File: config.mk
export PLATFORM = sky130hd
export DESIGN_NAME = dadda_multiplier
export DESIGN_NICKNAME = d
export VERILOG_FILES = /design/src/logic/mult_pkg.sv /design/src/logic/dadda_pkg.sv /design/src/logic/pp_generator.sv /design/src/logic/dadda_reduction.sv /design/src/logic/cla_final_adder.sv /design/src/logic/dadda_multiplier.sv
export SDC_FILE = /design/constraint.sdc
export NUM_CORES = 1
export LEC_CHECK = 0
export ABC_AREA = 0
export ABC_CLOCK_PERIOD_IN_PS = 3550
export BUFFER_PORTS_ARGS = -buffer_cell sky130_fd_sc_hd__buf_2
export CAP_MARGIN = 20
export CORE_ASPECT_RATIO = 1.2
export CORE_UTILIZATION = 50
export CTS_BUF_LIST = sky130_fd_sc_hd__clkbuf_16
export CTS_CLUSTER_SIZE = 30
export DETAILED_ROUTE_END_ITERATION = 7
export PLACE_DENSITY = 0.71
export SETUP_SLACK_MARGIN = 0.4
export SYNTH_ARGS = -nofsm -noshare
export SYNTH_HDL_FRONTEND = slang
export SYNTH_SLANG_ARGS = --single-unit
File: constraint.sdc
create_clock -name clk -period 3.55 [get_ports clk]
set_input_delay 0.355 -clock clk [delete_from_list [all_inputs] [get_ports clk]]
set_output_delay 0.355 -clock clk [all_outputs]
set_load 0.02 [all_outputs]
File: src/logic/mult_pkg.sv
`default_nettype none

package mult_pkg;

    localparam int OPERAND_WIDTH = 16;
    localparam int PRODUCT_WIDTH = 2 * OPERAND_WIDTH;

    typedef logic [OPERAND_WIDTH-1:0] operand_t;
    typedef logic [PRODUCT_WIDTH-1:0] product_t;

    // One operand pair offered to the multiplier
    typedef struct packed {
        logic     valid;
        operand_t a;
        operand_t b;
    } mult_req_t;

    // Product of the pair that entered three cycles earlier
    typedef struct packed {
        logic     valid;
        product_t product;
    } mult_rsp_t;

endpackage

`default_nettype wire

File: src/logic/dadda_pkg.sv
`default_nettype none

package dadda_pkg;

    localparam int PP_ROWS   = mult_pkg::OPERAND_WIDTH;
    localparam int CLA_GROUP = 4;

    // Target heights follow d(1) = 2 and d(j+1) = floor(1.5 * d(j))
    function automatic int dadda_height(int stage);
        int d;
        d = 2;
        for (int j = 1; j < stage; j++) begin
            d = (d * 3) / 2;
        end
        return d;
    endfunction

    // Number of stages is the count of target heights below the starting row count
    function automatic int dadda_stages(int rows);
        int n;
        n = 0;
        while (dadda_height(n + 1) < rows) begin
            n++;
        end
        return n;
    endfunction

    localparam int STAGE_COUNT = dadda_stages(PP_ROWS);

    typedef logic [mult_pkg::PRODUCT_WIDTH-1:0] pp_row_t;

    // Row i already sits shifted left by i inside the product width
    typedef struct packed {
        logic                  valid;
        pp_row_t [PP_ROWS-1:0] pp;
    } pp_matrix_t;

    typedef struct packed {
        logic    valid;
        pp_row_t sum_row;
        pp_row_t carry_row;
    } row_pair_t;

endpackage

`default_nettype wire

File: src/logic/pp_generator.sv
`timescale 1ns/1ps
`default_nettype none

module pp_generator (
    input  logic                  clk,
    input  logic                  rst_n,
    input  mult_pkg::mult_req_t   req,
    output dadda_pkg::pp_matrix_t mtx
);

    localparam int ROWS = dadda_pkg::PP_ROWS;

    dadda_pkg::pp_row_t [ROWS-1:0] pp_next;

    // Each row is the multiplicand gated by one multiplier bit
    always_comb begin
        for (int i = 0; i < ROWS; i++) begin
            if (req.a[i]) begin
                pp_next[i] = dadda_pkg::pp_row_t'(req.b) << i;
            end else begin
                pp_next[i] = '0;
            end
        end
    end

    always_ff @(posedge clk) begin
        mtx.pp <= pp_next;
        if (!rst_n) begin
            mtx.valid <= 1'b0;
        end else begin
            mtx.valid <= req.valid;
        end
    end

    // An X on an operand would spread through the whole reduction tree
    a_operands_known : assert property (
        @(posedge clk) disable iff (!rst_n)
        req.valid |-> !$isunknown({req.a, req.b})
    ) else $error("pp_generator: unknown operand bits with req.valid high");

endmodule

`default_nettype wire

File: src/logic/dadda_reduction.sv
`timescale 1ns/1ps
`default_nettype none

module dadda_reduction (
    input  logic                  clk,
    input  logic                  rst_n,
    input  dadda_pkg::pp_matrix_t mtx,
    output dadda_pkg::row_pair_t  rows
);

    localparam int WIDTH  = mult_pkg::PRODUCT_WIDTH;
    localparam int OPW    = mult_pkg::OPERAND_WIDTH;
    localparam int DEPTH  = dadda_pkg::PP_ROWS;
    localparam int STAGES = dadda_pkg::STAGE_COUNT;

    localparam int INFO_HEIGHT = 0;
    localparam int INFO_FA     = 1;
    localparam int INFO_HA     = 2;

    // Replays the schedule up to level lvl and reports the height of a column there
    // or the number of full or half adders that column gets in the step from lvl
    function automatic int tree_info(int lvl, int col, int kind);
        int h [WIDTH];
        int lo;
        int hi;
        int target;
        int cin;
        int excess;
        int nf;
        int nh;
        for (int c = 0; c < WIDTH; c++) begin
            lo = (c >= OPW) ? c - OPW + 1 : 0;
            hi = (c < DEPTH) ? c : DEPTH - 1;
            h[c] = (hi >= lo) ? hi - lo + 1 : 0;
        end
        for (int l = 0; l <= lvl; l++) begin
            if (l == lvl && kind == INFO_HEIGHT) begin
                return h[col];
            end
            target = dadda_pkg::dadda_height(STAGES - l);
            cin = 0;
            for (int c = 0; c < WIDTH; c++) begin
                // Carries from the column below count against this column's target
                excess = h[c] + cin - target;
                nf = (excess > 0) ? excess / 2 : 0;
                nh = (excess > 0) ? excess % 2 : 0;
                if (l == lvl && c == col) begin
                    return (kind == INFO_FA) ? nf : nh;
                end
                h[c] = h[c] + cin - 2 * nf - nh;
                cin = nf + nh;
            end
        end
        return 0;
    endfunction

    // Column bits at each level, packed from slot 0 upward
    logic [DEPTH-1:0] lvl_bits   [0:STAGES][0:WIDTH-1];
    logic [DEPTH-1:0] carry_bits [0:STAGES-1][0:WIDTH-1];

    dadda_pkg::pp_row_t sum_next;
    dadda_pkg::pp_row_t carry_next;

    // Gather the live bits of each matrix column
    for (genvar c = 0; c < WIDTH; c++) begin : g_load
        localparam int LO = (c >= OPW) ? c - OPW + 1 : 0;
        localparam int H0 = tree_info(0, c, INFO_HEIGHT);
        for (genvar j = 0; j < DEPTH; j++) begin : g_slot
            if (j < H0) begin : g_live
                assign lvl_bits[0][c][j] = mtx.pp[LO + j][c];
            end else begin : g_empty
                assign lvl_bits[0][c][j] = 1'b0;
            end
        end
    end

    for (genvar l = 0; l < STAGES; l++) begin : g_stage
        for (genvar c = 0; c < WIDTH; c++) begin : g_col
            localparam int H    = tree_info(l, c, INFO_HEIGHT);
            localparam int NF   = tree_info(l, c, INFO_FA);
            localparam int NH   = tree_info(l, c, INFO_HA);
            localparam int KEEP = H - 2 * NF - NH;
            localparam int CIN  = (c == 0) ? 0 :
                tree_info(l, c - 1, INFO_FA) + tree_info(l, c - 1, INFO_HA);

            // Full adders take the bottom slots three at a time
            for (genvar k = 0; k < NF; k++) begin : g_fa
                logic [2:0] fa_in;
                assign fa_in = lvl_bits[l][c][3*k +: 3];
                assign lvl_bits[l+1][c][k] = ^fa_in;
                assign carry_bits[l][c][k] = (fa_in[0] & fa_in[1]) |
                                             (fa_in[0] & fa_in[2]) |
                                             (fa_in[1] & fa_in[2]);
            end

            if (NH == 1) begin : g_ha
                logic [1:0] ha_in;
                assign ha_in = lvl_bits[l][c][3*NF +: 2];
                assign lvl_bits[l+1][c][NF] = ha_in[0] ^ ha_in[1];
                assign carry_bits[l][c][NF] = ha_in[0] & ha_in[1];
            end

            // Above the adder sums come untouched bits, then carries from column c-1
            for (genvar j = NF + NH; j < DEPTH; j++) begin : g_slot
                if (j < KEEP) begin : g_pass
                    assign lvl_bits[l+1][c][j] = lvl_bits[l][c][j + 2*NF + NH];
                end else if (j < KEEP + CIN) begin : g_carry
                    assign lvl_bits[l+1][c][j] = carry_bits[l][c-1][j - KEEP];
                end else begin : g_empty
                    assign lvl_bits[l+1][c][j] = 1'b0;
                end
            end

            for (genvar k = NF + NH; k < DEPTH; k++) begin : g_no_carry
                assign carry_bits[l][c][k] = 1'b0;
            end
        end
    end

    for (genvar c = 0; c < WIDTH; c++) begin : g_out
        assign sum_next[c]   = lvl_bits[STAGES][c][0];
        assign carry_next[c] = lvl_bits[STAGES][c][1];
    end

    always_ff @(posedge clk) begin
        rows.sum_row   <= sum_next;
        rows.carry_row <= carry_next;
        if (!rst_n) begin
            rows.valid <= 1'b0;
        end else begin
            rows.valid <= mtx.valid;
        end
    end

    // A reset cycle must flush whatever the previous stage was holding
    a_reset_flush : assert property (
        @(posedge clk) !rst_n |=> !rows.valid && !mtx.valid
    ) else $error("dadda_reduction: valid still high right after reset");

endmodule

`default_nettype wire

File: src/logic/cla_final_adder.sv
`timescale 1ns/1ps
`default_nettype none

module cla_final_adder (
    input  logic                 clk,
    input  logic                 rst_n,
    input  dadda_pkg::row_pair_t rows,
    output mult_pkg::mult_rsp_t  rsp
);

    localparam int WIDTH  = mult_pkg::PRODUCT_WIDTH;
    localparam int GROUP  = dadda_pkg::CLA_GROUP;
    localparam int GROUPS = WIDTH / GROUP;

    logic [WIDTH-1:0]   gen;
    logic [WIDTH-1:0]   prop;
    logic [WIDTH-1:0]   carry;
    logic [GROUPS-1:0]  grp_gen;
    logic [GROUPS-1:0]  grp_prop;
    logic [GROUPS-1:0]  grp_carry;
    mult_pkg::product_t sum;

    assign gen  = rows.sum_row & rows.carry_row;
    assign prop = rows.sum_row ^ rows.carry_row;

    always_comb begin
        logic g_acc;
        logic p_acc;
        for (int k = 0; k < GROUPS; k++) begin
            g_acc = 1'b0;
            p_acc = 1'b1;
            for (int i = 0; i < GROUP; i++) begin
                g_acc = gen[k*GROUP + i] | (prop[k*GROUP + i] & g_acc);
                p_acc = p_acc & prop[k*GROUP + i];
            end
            grp_gen[k]  = g_acc;
            grp_prop[k] = p_acc;
        end
    end

    // Carry into group k is the OR of every lower group generate
    // propagated through all groups between them
    always_comb begin
        logic term;
        logic c_acc;
        grp_carry[0] = 1'b0;
        for (int k = 1; k < GROUPS; k++) begin
            c_acc = 1'b0;
            for (int j = 0; j < k; j++) begin
                term = grp_gen[j];
                for (int m = j + 1; m < k; m++) begin
                    term = term & grp_prop[m];
                end
                c_acc = c_acc | term;
            end
            grp_carry[k] = c_acc;
        end
    end

    always_comb begin
        for (int k = 0; k < GROUPS; k++) begin
            carry[k*GROUP] = grp_carry[k];
            for (int i = 1; i < GROUP; i++) begin
                carry[k*GROUP + i] = gen[k*GROUP + i - 1] |
                                     (prop[k*GROUP + i - 1] & carry[k*GROUP + i - 1]);
            end
        end
    end

    assign sum = prop ^ carry;

    always_ff @(posedge clk) begin
        rsp.product <= sum;
        if (!rst_n) begin
            rsp.valid <= 1'b0;
        end else begin
            rsp.valid <= rows.valid;
        end
    end

    // A valid product is the plain sum of the two rows it came from
    a_valid_follows : assert property (
        @(posedge clk) rst_n |=> (rsp.valid == $past(rows.valid)) &&
            (!rsp.valid || rsp.product == $past(rows.sum_row + rows.carry_row))
    ) else $error("cla_final_adder: rsp does not follow rows");

endmodule

`default_nettype wire

File: src/logic/dadda_multiplier.sv
`timescale 1ns/1ps
`default_nettype none

// Three register stages: partial products, Dadda reduction, final CLA
module dadda_multiplier (
    input  logic                clk,
    input  logic                rst_n,
    input  mult_pkg::mult_req_t req,
    output mult_pkg::mult_rsp_t rsp
);

    dadda_pkg::pp_matrix_t mtx;
    dadda_pkg::row_pair_t  rows;

    pp_generator pp_gen0 (
        .clk   (clk),
        .rst_n (rst_n),
        .req   (req),
        .mtx   (mtx)
    );

    dadda_reduction reduction0 (
        .clk   (clk),
        .rst_n (rst_n),
        .mtx   (mtx),
        .rows  (rows)
    );

    cla_final_adder final_adder0 (
        .clk   (clk),
        .rst_n (rst_n),
        .rows  (rows),
        .rsp   (rsp)
    );

endmodule

`default_nettype wire

==> flow_metrics.tcl <==
set metrics [dict create \
    rrSetupSlack_ns -0.02 \
    maxSlewHeadroom 0.6765 \
    htreeDepth 2 \
    viasPerCell 4.623 \
    drc 0 \
    fin_crit_ns 3.570 \
    post-synth-top-area-fraction 0.4771 \
    synth-xor-area-share 0.003558 \
    antenna_found_initial 2 \
    drt_wl_total_mm 29.52 \
    clockRootBuffer "clkbuf_16" \
    cts-buffers-inserted 37 \
    grt_max_degree 17 \
    place.gp.congestion 0.7707 \
    p_int_w 0.008591 \
    drive_above_1_share 0.1526 \
    p_clk_frac 0.313 \
    grt_pass1_wl_mm 47.42 \
    syn_inst 1160 \
    p_sw_w 0.003874 \
    slew_viol_final 0 \
    worstHoldStart "req[32]" \
    die_h_um 190.3 \
    synthSimpleGateAreaFrac 0.1155 \
    hold_end "pp_gen0.mtx[512]" \
    die_w_um 158.9 \
    hpwl_mm 19.96 \
    final_util 0.5837 \
    die_area_um2 30240 \
    synth-adder-area-share 0.3294 \
    cts_tree "yes" \
    antenna_left 0 \
    hold_path_class "in2reg" \
    tightest_slew_ns 0.4853 \
    vias 7632 \
    fin_ws_ns -0.02018 \
    crit_fanout 1 \
    swShare 0.3108 \
    synth-seq-cells 352 \
    firstDrtPassIters 4 \
    cts_hold_buf 0 \
    period_share 1.006 \
    finalClockSkew_ns 0.02068 \
    grt_usage 0.2103 \
    r2r_start "pp_gen0.mtx[178]" \
    p_leak_nw 7.797 \
    ir_drop_uv 499.3 \
    wire_per_inst_um 17.88 \
    synth_mux_area_frac 0 \
    worstPathRequired_ns 3.95 \
    overflow 0 \
    outcome "complete, but fails checks" \
    seq_area_frac_synth 0.4771 \
    max_freq_mhz 280.1 \
    reg2reg_to "reduction0.rows[50]" \
    setup_viol 2 \
    violations "setup timing" \
    io_buffers 67 \
    crit_type "reg2reg" \
    synth-compound-area-share 0.01220 \
    synth_top_family_by_area "adder cells" \
    synth_area_per_cell_um2 12.73 \
    p_seq_frac 0.397 \
    cp-start-kind "register" \
    clock_sinks 352 \
    synth_area_um2 14770 \
    reg2reg_depth 10 \
    yosysUniqueCellTypes 27 \
    clk_pin_slew_ns 0.06 \
    clockBufferDepth 3 \
    p_per_area_nw_per_um2 738.1 \
    insertion_delay_ns 0.52 \
    ios 68 \
    hold_path_depth 2 \
    synth_nets 1453 \
    grt_pass1_vias 8671 \
    initialDrtViolationCount 298 \
    endpoint_kind "register" \
    rows 68 \
    hold_viol 0 \
    core_um2 28930 \
    yosysTopAreaCell "dfxtp_1" \
    comb_power_share 0.290 \
    rsz0062_at_grt "yes" \
    syn_to_final_growth_pct 14.32 \
    cp.arrival_ns 3.97 \
    holdWs_ns 0.06684 \
    layout.nets 1532 \
    maxCapViolCount 0 \
    synthTopCellsByArea "dfxtp_1 48%, fa_1 30%, and2_1 11%, inv_1 5.4%, ha_1 3.4%" \
    start_util 0.5106 \
    synth_warnings 0 \
]
==> metrics by stage <==
stage	instance area, µm²	total power [W]	instances	TNS, ns	setup WS (ns)
after global routing	16880	0.01345	1650	-0.2966	-0.1042
final	16890	0.01246	1651	-0.02253	-0.02018
after floorplan	14820	0.007466	1160	0	0.09986
after global placement	15530	0.008451	1581	0	0.01857
after CTS	16830	0.01263	1648	-0.04172	-0.02186
after detailed placement	15530	0.008645	1581	-0.01782	-0.01434
==> cell families (layout without fill, tap and decap cells) <==
group	after synthesis	after routing
flip-flops	352	352
AND/OR/NAND/NOR	275	275
adder cells (fa/ha/maj)	258	258
buffers and inverters	245	350
AO/OA/AOI/OAI	24	24
XOR/XNOR	6	6
other	0	1
==> Yosys cell counts <==
cell type and n:
a211oi_1 1, a21bo_1 1, a21boi_2 1, a21o_1 5, a21oi_1 8, a21oi_4 1, a31o_1 1, and2_1 259
and3_1 1, clkbuf_1 32, dfxtp_1 352, fa_1 218, ha_1 40, inv_1 213, nand2_1 3, nand3_1 1
nand3_2 1, nand4_1 4, nor2_1 4, nor3_1 1, o211ai_2 1, o21ai_0 2, o21ai_1 1, o221ai_2 1
o22ai_1 1, or2_4 1, xor2_1 6
==> final cells by class <==
type	count	area, µm²
clock buffer	39	975.9
sequential	352	7062
multi-input combinational	563	6922
antenna	1	2.502
fill	2362	12040
inverter	213	802.0
timing repair buffer	72	384.1
clock inverter	26	256.5
tap	385	481.7
==> registers in the layout (all words and copies together) (netlist names) <==
| name | count |
|---|---|
| reduction0.rows | 62 |
| pp_gen0.mtx | 257 |
| final_adder0.rsp | 33 |
==> power groups by stage <==
stage	combinational, W	clock, W	sequential [W]
final	0.00362	0.00390	0.00495
after global placement	0.00342	0	0.00503
after detailed placement	0.00361	0	0.00504
after CTS	0.00370	0.00397	0.00496
after floorplan	0.00227	0	0.00519
after global routing	0.00427	0.00416	0.00502
==> routing by layer <==
metal | wire, µm | track usage | vias up | share of wire
li1 | - | - | 3519 | -
met1 | 11830 | 0.2488 | 3927 | 0.40
met2 | 15870 | 0.3924 | 138 | 0.54
met3 | 1173 | 0.03241 | 48 | 0.040
met4 | 652 | 0.06398 | 0 | 0.022
met5 | 0 | 0 | - | 0
==> layout by cell type, fill, tap and decap left out, types with 2 or more instances in the layout <==
master	n
clkinv_1	4
buf_6	3
a21o_1	5
a21oi_1	8
o21ai_0	2
xor2_1	6
nor2_1	4
dfxtp_1	340
buf_2	67
inv_6	3
fa_2	32
nand4_1	4
nand2_1	3
clkinv_2	3
fa_1	186
bufinv_16	5
dfxtp_2	12
ha_1	38
inv_1	206
clkbuf_16	39
buf_4	2
ha_4	2
and2_1	259
inv_2	15
==> what timing repair did <==
item	CTS	global route
endpoints found under the setup margin	31	36
setup buffers	2	2
gates cloned	0	0
pin swaps	18	24
gates resized for setup	21	25
==> worst max-delay path: stages (launching register included) <==
cell and delay, ns:
dfxtp_2 0.32, fa_1 0.54, inv_1 0.05, fa_1 0.47, inv_1 0.05, fa_1 0.50
inv_2 0.04, fa_2 0.54, inv_2 0.04, fa_1 0.49, fa_2 0.42
==> how the worst max path moves through the flow <==
stage	start	endpoint	slack (ns)	depth (start not counted)
2_1_floorplan	pp_gen0.mtx[175]	reduction0.rows[47]	0.1	10
3_3_place_gp	pp_gen0.mtx[178]	reduction0.rows[50]	0.02	10
3_5_place_dp	pp_gen0.mtx[178]	reduction0.rows[50]	-0.01	10
4_1_cts	pp_gen0.mtx[178]	reduction0.rows[50]	-0.02	10
5_1_grt	pp_gen0.mtx[208]	reduction0.rows[48]	-0.10	10
6_report	pp_gen0.mtx[178]	reduction0.rows[50]	-0.02	10
No activity file was read; power rests on OpenSTA's default activity.
